File: src/common/play_pkg.sv
package play_pkg;

    // Octave code in [8:7] and one-hot keys C..B in [6:0]
    typedef logic [8:0]  note_t;
    typedef logic [6:0]  idx_t;
    typedef logic [13:0] score_t;
    typedef logic [7:0]  led_t;
    typedef logic [1:0]  digit_t;
    typedef logic [7:0]  half_t;

    typedef enum logic [1:0] {
        IDLE,
        COUNTDOWN,
        PLAYING,
        DONE
    } play_state_t;

    localparam int CHART_DEPTH = 64;

    localparam logic [1:0] OCT_MID  = 2'b00;
    localparam logic [1:0] OCT_LOW  = 2'b01;
    localparam logic [1:0] OCT_HIGH = 2'b10;

    // Sized for simulation and changed only for hardware
    localparam int SCAN_DIV        = 100;
    localparam int SCANS_PER_STEP  = 2;
    localparam int STEPS_PER_DIGIT = 2;

    localparam int SCAN_W     = $clog2(SCAN_DIV);
    localparam int PHASE_W    = (SCANS_PER_STEP > 1) ? $clog2(SCANS_PER_STEP) : 1;
    localparam int STEP_CNT_W = (STEPS_PER_DIGIT > 1) ? $clog2(STEPS_PER_DIGIT) : 1;

    localparam digit_t DIGIT_FIRST = 2'd3;

    localparam score_t PTS_PERFECT = 14'd10;
    localparam score_t PTS_GREAT   = 14'd8;
    localparam score_t PTS_GOOD    = 14'd5;
    localparam score_t SCORE_MAX   = '1;

    function automatic logic note_valid(input note_t n);
        return (n[8:7] != 2'b11) && ($countones(n[6:0]) == 1);
    endfunction

    // Half-period in cycles or 0 for silence
    function automatic half_t tone_half_period(input note_t n);
        half_t base;
        case (n[6:0])
            7'b0000001: base = 8'd30;
            7'b0000010: base = 8'd27;
            7'b0000100: base = 8'd24;
            7'b0001000: base = 8'd22;
            7'b0010000: base = 8'd20;
            7'b0100000: base = 8'd18;
            7'b1000000: base = 8'd16;
            default:    base = 8'd0;
        endcase
        case (n[8:7])
            OCT_MID:  return base;
            OCT_LOW:  return base << 1;
            OCT_HIGH: return base >> 1;
            default:  return 8'd0;
        endcase
    endfunction

    function automatic led_t led_pattern(input note_t n);
        led_t l;
        l = '0;
        if (note_valid(n)) begin
            for (int k = 0; k < 7; k++) begin
                l[7-k] = n[k];
            end
            l[0] = (n[8:7] != OCT_MID);
        end
        return l;
    endfunction

endpackage

File: src/hw/play_timebase.sv
`timescale 1ns/1ns

module play_timebase (
    input  logic prog_clk,
    input  logic rst,
    output logic scan_tick,
    output logic step_tick
);
    import play_pkg::*;

    logic [SCAN_W-1:0]  scan_cnt;
    logic [PHASE_W-1:0] phase;

    always_ff @(posedge prog_clk or posedge rst) begin
        if (rst) begin
            scan_cnt  <= '0;
            phase     <= '0;
            scan_tick <= 1'b0;
            step_tick <= 1'b0;
        end else begin
            scan_tick <= 1'b0;
            step_tick <= 1'b0;
            if (scan_cnt == SCAN_W'(SCAN_DIV - 1)) begin
                scan_cnt  <= '0;
                scan_tick <= 1'b1;
                // Last scan of a step doubles as the step tick
                if (phase == PHASE_W'(SCANS_PER_STEP - 1)) begin
                    phase     <= '0;
                    step_tick <= 1'b1;
                end else begin
                    phase <= phase + 1'b1;
                end
            end else begin
                scan_cnt <= scan_cnt + 1'b1;
            end
        end
    end

endmodule

File: src/hw/play_top.sv
`timescale 1ns/1ns

module play_top (
    input  logic             prog_clk,
    input  logic             rst,
    input  logic             start,
    input  logic             chart_we,
    input  logic [5:0]       chart_addr,
    input  play_pkg::note_t  chart_note,
    input  play_pkg::idx_t   chart_len,
    input  play_pkg::note_t  user_keys,
    output play_pkg::digit_t count_digit,
    output logic             playing,
    output logic             done,
    output play_pkg::idx_t   note_index,
    output play_pkg::note_t  cur_note,
    output play_pkg::led_t   led,
    output play_pkg::score_t score,
    output logic             tone
);
    import play_pkg::*;

    logic       scan_tick;
    logic       step_tick;
    logic [5:0] rd_addr;
    note_t      rd_note;

    play_timebase u_timebase (
        .prog_clk  (prog_clk),
        .rst       (rst),
        .scan_tick (scan_tick),
        .step_tick (step_tick)
    );

    chart_store u_chart (
        .prog_clk   (prog_clk),
        .chart_we   (chart_we),
        .chart_addr (chart_addr),
        .chart_note (chart_note),
        .rd_addr    (rd_addr),
        .rd_note    (rd_note)
    );

    play_sequencer u_seq (
        .prog_clk    (prog_clk),
        .rst         (rst),
        .start       (start),
        .step_tick   (step_tick),
        .chart_len   (chart_len),
        .rd_note     (rd_note),
        .rd_addr     (rd_addr),
        .count_digit (count_digit),
        .playing     (playing),
        .done        (done),
        .note_index  (note_index),
        .cur_note    (cur_note),
        .led         (led)
    );

    score_keeper u_score (
        .prog_clk  (prog_clk),
        .rst       (rst),
        .start     (start),
        .scan_tick (scan_tick),
        .playing   (playing),
        .cur_note  (cur_note),
        .user_keys (user_keys),
        .score     (score)
    );

    tone_gen u_tone (
        .prog_clk (prog_clk),
        .rst      (rst),
        .cur_note (cur_note),
        .tone     (tone)
    );

endmodule

File: src/hw/scoring/score_keeper.sv
`timescale 1ns/1ns

module score_keeper (
    input  logic             prog_clk,
    input  logic             rst,
    input  logic             start,
    input  logic             scan_tick,
    input  logic             playing,
    input  play_pkg::note_t  cur_note,
    input  play_pkg::note_t  user_keys,
    output play_pkg::score_t score
);
    import play_pkg::*;

    // Key samples one, two and three scans back
    note_t  hist1;
    note_t  hist2;
    note_t  hist3;
    score_t pts;
    logic [14:0] sum;

    // First matching window wins
    always_comb begin
        pts = '0;
        if (note_valid(cur_note)) begin
            if (cur_note == user_keys || cur_note == hist1) begin
                pts = PTS_PERFECT;
            end else if (cur_note == hist2) begin
                pts = PTS_GREAT;
            end else if (cur_note == hist3) begin
                pts = PTS_GOOD;
            end
        end
    end

    assign sum = {1'b0, score} + {1'b0, pts};

    always_ff @(posedge prog_clk or posedge rst) begin
        if (rst) begin
            score <= '0;
            hist1 <= '0;
            hist2 <= '0;
            hist3 <= '0;
        end else if (start && !playing) begin
            score <= '0;
            hist1 <= '0;
            hist2 <= '0;
            hist3 <= '0;
        end else if (scan_tick && playing) begin
            if (sum > {1'b0, SCORE_MAX}) begin
                score <= SCORE_MAX;
            end else begin
                score <= sum[13:0];
            end
            hist3 <= hist2;
            hist2 <= hist1;
            hist1 <= user_keys;
        end
    end

endmodule

File: src/hw/sequencer/chart_store.sv
`timescale 1ns/1ns

module chart_store (
    input  logic            prog_clk,
    input  logic            chart_we,
    input  logic [5:0]      chart_addr,
    input  play_pkg::note_t chart_note,
    input  logic [5:0]      rd_addr,
    output play_pkg::note_t rd_note
);
    import play_pkg::*;

    note_t mem [CHART_DEPTH];

    always_ff @(posedge prog_clk) begin
        if (chart_we) begin
            mem[chart_addr] <= chart_note;
        end
    end

    // Asynchronous read so the sequencer loads the note on the step edge
    assign rd_note = mem[rd_addr];

endmodule

File: src/hw/sequencer/play_sequencer.sv
`timescale 1ns/1ns

module play_sequencer (
    input  logic             prog_clk,
    input  logic             rst,
    input  logic             start,
    input  logic             step_tick,
    input  play_pkg::idx_t   chart_len,
    input  play_pkg::note_t  rd_note,
    output logic [5:0]       rd_addr,
    output play_pkg::digit_t count_digit,
    output logic             playing,
    output logic             done,
    output play_pkg::idx_t   note_index,
    output play_pkg::note_t  cur_note,
    output play_pkg::led_t   led
);
    import play_pkg::*;

    play_state_t           state;
    logic [STEP_CNT_W-1:0] step_cnt;
    logic                  digit_end;

    assign rd_addr   = note_index[5:0];
    assign playing   = (state == PLAYING);
    assign done      = (state == DONE);
    assign digit_end = (step_cnt == STEP_CNT_W'(STEPS_PER_DIGIT - 1));

    always_ff @(posedge prog_clk or posedge rst) begin
        if (rst) begin
            state       <= IDLE;
            step_cnt    <= '0;
            count_digit <= '0;
            note_index  <= '0;
            cur_note    <= '0;
            led         <= '0;
        end else begin
            case (state)
                IDLE, DONE: begin
                    if (start) begin
                        state       <= COUNTDOWN;
                        step_cnt    <= '0;
                        count_digit <= DIGIT_FIRST;
                        note_index  <= '0;
                        cur_note    <= '0;
                        led         <= '0;
                    end
                end

                COUNTDOWN: begin
                    if (step_tick) begin
                        if (digit_end) begin
                            step_cnt <= '0;
                            if (count_digit == 2'd1) begin
                                // Note 0 goes out on the edge that ends the last digit
                                state       <= PLAYING;
                                count_digit <= '0;
                                cur_note    <= rd_note;
                                led         <= led_pattern(rd_note);
                                note_index  <= note_index + 1'b1;
                            end else begin
                                count_digit <= count_digit - 1'b1;
                            end
                        end else begin
                            step_cnt <= step_cnt + 1'b1;
                        end
                    end
                end

                PLAYING: begin
                    if (step_tick) begin
                        if (note_index >= chart_len) begin
                            state    <= DONE;
                            cur_note <= '0;
                            led      <= '0;
                        end else begin
                            cur_note   <= rd_note;
                            led        <= led_pattern(rd_note);
                            note_index <= note_index + 1'b1;
                        end
                    end
                end

                default: begin
                    state <= IDLE;
                end
            endcase
        end
    end

endmodule

File: src/hw/sound/tone_gen.sv
`timescale 1ns/1ns

module tone_gen (
    input  logic            prog_clk,
    input  logic            rst,
    input  play_pkg::note_t cur_note,
    output logic            tone
);
    import play_pkg::*;

    note_t prev_note;
    half_t half;
    half_t cnt;
    logic  note_change;

    assign half        = tone_half_period(cur_note);
    assign note_change = (cur_note != prev_note);

    always_ff @(posedge prog_clk or posedge rst) begin
        if (rst) begin
            prev_note <= '0;
            cnt       <= '0;
            tone      <= 1'b0;
        end else begin
            prev_note <= cur_note;
            if (half == '0) begin
                // Rest or invalid note stays silent
                cnt  <= '0;
                tone <= 1'b0;
            end else if (note_change) begin
                // New pitch restarts low
                cnt  <= half - 1'b1;
                tone <= 1'b0;
            end else if (cnt == '0) begin
                cnt  <= half - 1'b1;
                tone <= ~tone;
            end else begin
                cnt <= cnt - 1'b1;
            end
        end
    end

endmodule

File: config.mk
export PLATFORM = sky130hd
export DESIGN_NAME = play_top
export DESIGN_NICKNAME = d
export VERILOG_FILES = /design/src/common/play_pkg.sv /design/src/hw/play_timebase.sv /design/src/hw/play_top.sv /design/src/hw/scoring/score_keeper.sv /design/src/hw/sequencer/chart_store.sv /design/src/hw/sequencer/play_sequencer.sv /design/src/hw/sound/tone_gen.sv
export SDC_FILE = /design/constraint.sdc
export NUM_CORES = 1
export LEC_CHECK = 0
export BUFFER_PORTS_ARGS = -buffer_cell sky130_fd_sc_hd__buf_2
export CORE_MARGIN = 2
export CORE_UTILIZATION = 55
export CTS_BUF_LIST = sky130_fd_sc_hd__clkbuf_4 sky130_fd_sc_hd__clkbuf_8
export DETAILED_ROUTE_END_ITERATION = 10
export MAX_ROUTING_LAYER = met4
export PLACE_DENSITY_LB_ADDON = 0.08
export SETUP_SLACK_MARGIN = 0.5
export SLEW_MARGIN = 25
export SYNTH_ARGS = -nofsm -noshare
export SYNTH_HDL_FRONTEND = slang
export SYNTH_SLANG_ARGS = --single-unit
File: constraint.sdc
create_clock -name prog_clk -period 15.9 [get_ports prog_clk]
set_clock_uncertainty 0.2 [all_clocks]
set_input_delay 1.59 -clock prog_clk [delete_from_list [all_inputs] [get_ports prog_clk]]
set_output_delay 1.59 -clock prog_clk [all_outputs]
set_load 0.05 [all_outputs]
; Word level (Yosys, flattened, before mapping)
; Memories as Yosys holds them, arrays and structs flattened.
; Index checks and enable logic that the tools add are counted.
; W data, S select, Z words.
[classes]
n_reduce_logical = 20
n_lt_le_gt_ge = 2
n_addsub = 20
n_mux = 66
bitwise = 1
eq_ne = 30
[op_table]
columns = operator, n
row1 = $add A32 B32 Y32, 4
row2 = $mux W9, 12
row3 = $mux W14, 6
row4 = $mux W8, 10
row5 = $add A32 B1 Y32, 2
row6 = $eq A32 B2 Y1 const B, 2
row7 = $mux W7, 7
row8 = $eq A9 B9 Y1, 4
row9 = $pmux W5 S7, 1
row10 = $pmux W9 S3, 1
row11 = $pmux W8 S3, 1
row12 = $pmux W7 S3, 1
row13 = $mux W2, 10
row14 = $pmux W6 S3, 1
row15 = $logic_not A8 Y1, 2
row16 = $add A14 B14 Y15, 1
row17 = $gt A15 B14 Y1 const B, 1
row18 = $add A7 B1 Y7 const B, 2
row19 = $eq A7 B7 Y1 const B, 2
row20 = $ne A2 B2 Y1 const B, 7
row21 = $add A1 B1 Y2, 6
row22 = $mux W1, 12
row23 = $reduce_and A6 Y1, 2
row24 = $ne A9 B9 Y1, 1
row25 = 29 further kinds, 41
[word_totals]
elab_cells = 157
n_memories = 1
in_bits = 35
ramBits = 576
reg_bits = 98
out_inout_bits = 43
[memory_table]
columns = name, words, word_bits, read_ports, rd_ports_with_merged_regs, wr, line_no
row1 = u_chart.mem, 64, 9, 1, 0, 1, chart_store.sv:13  ; note_t mem [CHART_DEPTH];

; Logic depth before layout (Yosys ltp)
[depth]
word_depth = 11
mapped_depth = 21
depth_no_buf = 19

; Cells and area by module
; Synthesis repeated with hierarchy kept, for this count alone.
[unflattened]
hier_cells = 1600
area_unflattened_um2 = 28493.6
[modules_own_cells]
columns = mod, area_per_inst_um2, seq_area_each_um2, n_inst, cells_each
row1 = chart_store, 22414.0, 17296.6, 1, 1011
row2 = score_keeper, 2391.0, 1026.0, 1, 223
row3 = play_sequencer, 1900.6, 725.7, 1, 196
row4 = tone_gen, 1361.3, 450.4, 1, 136
row5 = play_timebase, 426.7, 250.2, 1, 34

; Worst setup path before layout
; No wires, ideal clock.
[synth_path]
kind = register to register
from = register u_seq.cur_note[0]
to = register u_score.score[12]
setup_slack_ns = 10.186
stages_incl_launch_ff = 21
setup_ns = 0.122
t_arrival_ns = 5.392
n_path_buf = 1
required_ns = 15.578
period_less_slack_ns = 5.714
cell_sequence = dfrtp_1 > clkbuf_1 > inv_1 > ha_1 > fa_1 > ha_1 > inv_1 > fa_1 > a2111oi_0 > a21oi_1 > nand4b_1 > nor3_1 > ha_1 > inv_1 > fa_1 > nor2b_1 > o21ai_0 > a2111oi_1 > nand2_1 > o31a_1 > o22a_1
[synth_via]
elab_chain_cells = 11
elab_cells_between_ends = 19
classes_between = add/sub: 4 / order compare: 1 / eq/ne: 5 / mux: 7 / reduce/logical: 2
[synth_rtl]
columns = element, line_no
row1 = "start, declared", play_sequencer.sv:15  ; output play_pkg::note_t cur_note,
row2 = "start signal, assigned", play_sequencer.sv:58  ; cur_note <= rd_note;
row3 = "start signal, assigned", play_sequencer.sv:77  ; cur_note <= rd_note;
row4 = $add A1 B1 Y2 (not written as such), play_pkg.sv:41  ; return (n[8:7] != 2'b11) && ($countones(n[6:0]) == 1);
row5 = $add A32 B32 Y32 (not written as such) (2 in a row), play_pkg.sv:41
row6 = $eq A32 B2 Y1, play_pkg.sv:41
row7 = $logic_and A1 B1 Y1, play_pkg.sv:41
row8 = $mux W14 (*), score_keeper.sv:25  ; if (note_valid(cur_note)) begin
row9 = $add A14 B14 Y15 (*), score_keeper.sv:36  ; assign sum = {1'b0, score} + {1'b0, pts};
row10 = $gt A15 B14 Y1, score_keeper.sv:50  ; if (sum > {1'b0, SCORE_MAX}) begin
row11 = $mux W14 (*), score_keeper.sv:50
row12 = $mux W14 (*), score_keeper.sv:49  ; end else if (scan_tick && playing) begin
row13 = $mux W14 (*), score_keeper.sv:44  ; end else if (start && !playing) begin
row14 = "end signal, assigned", score_keeper.sv:53  ; score <= sum[13:0];
row15 = "end, declared", score_keeper.sv:11  ; output play_pkg::score_t score
; Mark *: on every way between the ends. The rest lies on a longest branch, timed or not. The select of a mux whose other input is x is not followed.
; A chain may end at the register's enable or synchronous reset.

; Worst setup path in the final report
[layout_path]
from = register u_seq.note_index[0]
to = register u_seq.led[1]
[layout_via]
elab_chain_cells = 11
elab_cells_between_ends = 18
classes_between = add/sub: 6 / order compare: 1 / eq/ne: 2 / mux: 7 / reduce/logical: 1 / memory: 1
[layout_rtl]
columns = element, line_no
row1 = "start, declared", play_sequencer.sv:14  ; output play_pkg::idx_t note_index,
row2 = "start signal, assigned", play_sequencer.sv:60  ; note_index <= note_index + 1'b1;
row3 = "start signal, assigned", play_sequencer.sv:79  ; note_index <= note_index + 1'b1;
row4 = $mem_v2 Z64 W9, -
row5 = $add A1 B1 Y2 (not written as such), play_pkg.sv:41
row6 = $add A32 B32 Y32 (not written as such) / $add A32 B1 Y32 (equally long branches), play_pkg.sv:41
row7 = $add A32 B32 Y32 (not written as such), play_pkg.sv:41
row8 = $eq A32 B2 Y1, play_pkg.sv:41
row9 = $logic_and A1 B1 Y1, play_pkg.sv:41
row10 = $mux W8, play_pkg.sv:68  ; if (note_valid(n)) begin
row11 = $mux W8, play_sequencer.sv:54  ; if (count_digit == 2'd1) begin
row12 = $mux W8, play_sequencer.sv:52  ; if (digit_end) begin
row13 = $mux W8, play_sequencer.sv:51  ; if (step_tick) begin
row14 = $pmux W8 S3 (*), play_sequencer.sv:38  ; case (state)
row15 = "end signal, assigned", play_sequencer.sv:59  ; led <= led_pattern(rd_note);
row16 = "end signal, assigned", play_sequencer.sv:78  ; led <= led_pattern(rd_note);
row17 = "end, declared", play_sequencer.sv:16  ; output play_pkg::led_t led
; Marks and branches as above.

==> run summary <==
The flop-to-flop setup slack came out at 8.98 ns. After clock tree synthesis, the clock-pin slew on the worst setup and hold paths is 0.06 ns. The via count was 15,800. The longest clock path from root to sink contains 3 buffers.

For the post-layout instance count excluding filler cells, the log shows 2,574. Setup repair after global routing left no endpoint under its margin. Using the TritonRoute via totals, the vias-per-cell ratio works out to 6.14. The startpoint identified for the worst hold timing path is u_timebase.phase. The die covers 53,900 um^2. Worst hold slack after final layout: 0.269 ns. From bottom edge to top edge, the die measures 232 um. The critical path goes through buf_4, buf_6, mux4_1, mux4_2, a22oi_1, o21a_1, inv_1, ha_1, fa_1, ha_1, inv_1, fa_1, a2111oi_0, a21oi_1, or3_1, o31ai_1. The share of final-layout standard cells stronger than drive strength 1 was 23.0%.

The run gives 62.1% as the share of the core filled with cells in the final layout. The TritonCTS buffer count is 108, and the share of the synthesized netlist area taken by xor and xnor gates is 1.71%. Routed wire length: 68.3 mm.

Routability-driven placement finished with a final weighted congestion of 0.855. The clock tree synthesis step divided the H-tree into 3 levels. Share of the clock period used by the worst path after layout: 43.5%. The post-synthesis sequential area ratio is 68.9%, and the peak supply drop is 0.0782 mV. The tools report the number of global-route vias before repair as 15,800.

In this run, distinct cell masters in the synthesized netlist total 71. TritonCTS built the clock tree. The share of synthesized cell area in and, or, nand and nor gates is 4.69%, and the post-synth net total is 1,764. Summed over all layers, the global routing overflow is 0. The largest incremental delay on the critical path came out at 0.81 ns.

The tools report the kind of capture point of the worst setup path as a register. The number of cell instances on the worst register-to-register path was 16; the aggregate global-route resource usage was 26.7%. The tools report the count of pins on the block boundary as 78. The top cell type by total area after synthesis was sky130_fd_sc_hd__edfxtp_1. The flip-flop and latch count after synthesis works out to 674. The most critical setup path has its startpoint at u_seq.note_index[0].

Number of enable flip-flop cells after synthesis: 576. The detailed-route wire length per cell was 26.5 um; the compound-cell area share of the yosys netlist was 7.15%. After the first detailed-routing iteration, the DRC count stood at 1,528. Counting every sink on the clock net gives 674. Setup violations remaining at the end of the flow were counted as 0. The buffer and inverter count on the worst path is 4. The post-route antenna net violation count was 0. Across the run, the number of max-cap violations was 0. Row generation in the floorplan step produced 83 rows. The logs give 0.70 ns for the latest clock arrival within the worst-skew pair and 11.1 nW for the cell leakage power. For this run, the number of Yosys warnings is 0. Entering global routing, the biggest net connects 129 pins.

The run gives 31,900 um^2 as the final design instance area without fill. In this run the worst hold path is classified as reg2reg. By area, the combinational part of the netlist is dominated by multiplexers.

In this run, placement finished with an instance count of 2,375. The worst pin sits at a relative slew slack of 28.1%. In this run the standard cell core region covers 51,400 um^2. The area overhead of the layout relative to synthesis is 11.3%. Root buffer selected by CTS: sky130_fd_sc_hd__clkbuf_8.

The critical path crosses 16 cells after its start point. Summed over all failing endpoints, the final setup total negative slack is 0 ns. The tools report the category of the worst setup path launch point as a register. The fraction of registers with async set/reset was 14.5%; the number of setup buffers added after CTS was 0. Summing all placed instances gives a cell area of 29,600 um^2. Summing internal, switching and leakage power gives 4.61 mW.

The routed design could run at a clock period as short as 6.92 ns. Gates resized during post-CTS repair numbered 0. Dominant synthesized flop cell: sky130_fd_sc_hd__edfxtp_1. At the end of the flow, the number of nets in the layout was 1,888.

For the number of antenna violations at the first check in global routing, the log shows 3. First-pass GRT wire length: 101 mm. For the final max-slew violation count, the log shows 0. The worst register-to-register path ends at u_seq.led[1]. The post-synthesis share of cell area spent on full adders, half adders and majority gates is 2.28%. The initial utilization of the core area, before any placement, comes to 55.7%.

The cell with the largest stage delay on the worst path is sky130_fd_sc_hd__dfrtp_4. The HPWL reported at the end of detailed placement came out at 42.1 mm. The run gives 28,700 um^2 as the synthesized area. Yosys attributes the largest share of cell area to sky130_fd_sc_hd__edfxtp_1 (60%), sky130_fd_sc_hd__dfrtp_1 (8.6%), sky130_fd_sc_hd__mux4_2 (7.5%). For the count of hold buffers inserted by post-cts repair, the log shows 0. Of the post-synthesis cell area, the part taken by muxes is 12.4%. The flow ran to the end, and the final reports show no timing, DRC or antenna violations. Data on the critical path is required at its endpoint by 16.29 ns. For the pin with the worst max-slew slack, the measured transition is 1.08 ns.

The cell count of the worst hold path is 1, and the average footprint of a synthesized cell is 17.0 um^2. The die width works out to 232 um. For this run, design rule violations remaining after detail routing come to 0. For the final-report hold violation count, the log shows 0. The startpoint identified for the worst register-to-register timing path is u_seq.note_index[0]. The fraction of post-synthesis cell area in the top cell type by area was 60.4%. On the critical path the largest part of the delay comes from adder cells.

The final worst-path setup slack is 8.98 ns. Input and output buffers added on the ports amount to 77. The power density over the cells is 144 nW/um^2, and the maximum achievable frequency is 145 MHz. Data arrives at the worst endpoint at 7.31 ns. Timing analysis after detailed placement gives a worst setup slack of 8.74 ns. Of all nets on the critical path, the largest fanout is 53.

The run gives 1,681 as the cell count after synthesis. The first detailed-routing pass ran for 5 iterations. The critical path in this run is classified as reg2reg. The endpoint of the worst hold path is u_timebase.phase.
## worst max-delay path by stage
| stage | to | slack, ns |
|---|---|---|
| floorplan | u_score.score[12] | 10.19 |
| global placement | u_seq.led[0] | 8.73 |
| detailed placement | u_seq.led[1] | 8.74 |
| CTS | u_seq.led[1] | 8.71 |
| global route | u_seq.led[4] | 8.60 |
| finish | u_seq.led[1] | 8.98 |
## metal layers
metal	part of all wire [%]	vias up	global-route usage [%]
met1	42	8083	36.2
met3	7.5	119	5.48
li1	-	6953	-
met5	0	-	-
met4	3.0	0	9.44
met2	47	648	40.5
## Yosys cell counts (all sizes together), types with 11 or more instances
cell type / n
a211oi: 14
nor2b: 11
mux2i: 75
xor2: 20
buf: 48
edfxtp: 576
dfrtp: 98
nor2: 105
mux4: 120
inv: 54
o31ai: 12
a22o: 38
nand3: 22
xnor2: 36
a22oi: 15
ha: 41
nand2: 65
a221oi: 19
o21ai: 63
a21oi: 33
clkbuf: 43
## worst register-to-register path: cells and delay by family (launching register included)
kind	cells	cell delay, ns
buf+inv	4	1.47
fa+ha+maj	4	1.44
mux	2	1.24
compound gates	5	1.18
flops	1	0.81
simple gates	1	0.48
## cell usage in the layout, fill, tap and decap left out, types with 12 or more instances in the layout
cell type                  netlist  final
sky130_fd_sc_hd__clkbuf_8        0    120
sky130_fd_sc_hd__a21oi_1        33     33
sky130_fd_sc_hd__buf_4          14     30
sky130_fd_sc_hd__clkinv_2        0     16
sky130_fd_sc_hd__nand3_1        22     22
sky130_fd_sc_hd__dfrtp_1        98     94
sky130_fd_sc_hd__a22o_1         38     38
sky130_fd_sc_hd__nor2_1        105     83
sky130_fd_sc_hd__mux4_2         96     96
sky130_fd_sc_hd__xnor2_1        36     36
sky130_fd_sc_hd__o21ai_0        47     47
sky130_fd_sc_hd__o21ai_1        16     16
sky130_fd_sc_hd__mux4_1         24     24
sky130_fd_sc_hd__inv_1          54     53
sky130_fd_sc_hd__nor2_2          0     21
sky130_fd_sc_hd__a22oi_1        15     15
sky130_fd_sc_hd__clkinv_1        0     19
sky130_fd_sc_hd__xor2_1         20     20
sky130_fd_sc_hd__nand2_1        65     65
sky130_fd_sc_hd__clkbuf_4        0     31
sky130_fd_sc_hd__o31ai_1        12     12
sky130_fd_sc_hd__buf_2           8     73
sky130_fd_sc_hd__mux2i_1        75     75
sky130_fd_sc_hd__edfxtp_1      576    576
sky130_fd_sc_hd__ha_1           41     41
## report_power, final
part	switching [mW]	internal, mW	total (mW)
combinational	0.634	0.426	1.06
clock	0.672	0.892	1.56
sequential	0.0404	1.94	1.98
total	1.35	3.26	4.61
## flip-flops by register name (all words and copies together), names as in the netlist
signal                cells
u_chart.mem             576
u_score.score            14
u_score.hist1             9
u_score.hist2             9
u_score.hist3             9
u_seq.cur_note            9
u_tone.prev_note          9
u_seq.led                 8
u_tone.cnt                8
u_seq.note_index          7
u_timebase.scan_cnt       7
u_seq.count_digit         2
u_seq.state               2
u_seq.digit_end           1
u_timebase.phase          1
u_timebase.scan_tick      1
u_timebase.step_tick      1
u_tone.tone               1
## final cells by class
class / instances / area, um^2
Clock inverter: 45 / 407
Tap cell: 680 / 851
Antenna cell: 3 / 7.51
Inverter: 54 / 205
Clock buffer: 151 / 1880
Sequential cell: 674 / 19800
Multi-Input combinational cell: 862 / 8160
Fill cell: 3758 / 19500
Timing Repair Buffer: 105 / 622
## cells by family after synthesis
logic type                 Yosys count
DFF                                674
and+or+nand+nor                    286
AOI/OAI and AO/OA                  276
muxes                              196
buffers and inverters              145
xor gates and xnor gates            56
adders and majority gates           48
Note: power is estimated with default switching activity, not from simulation.
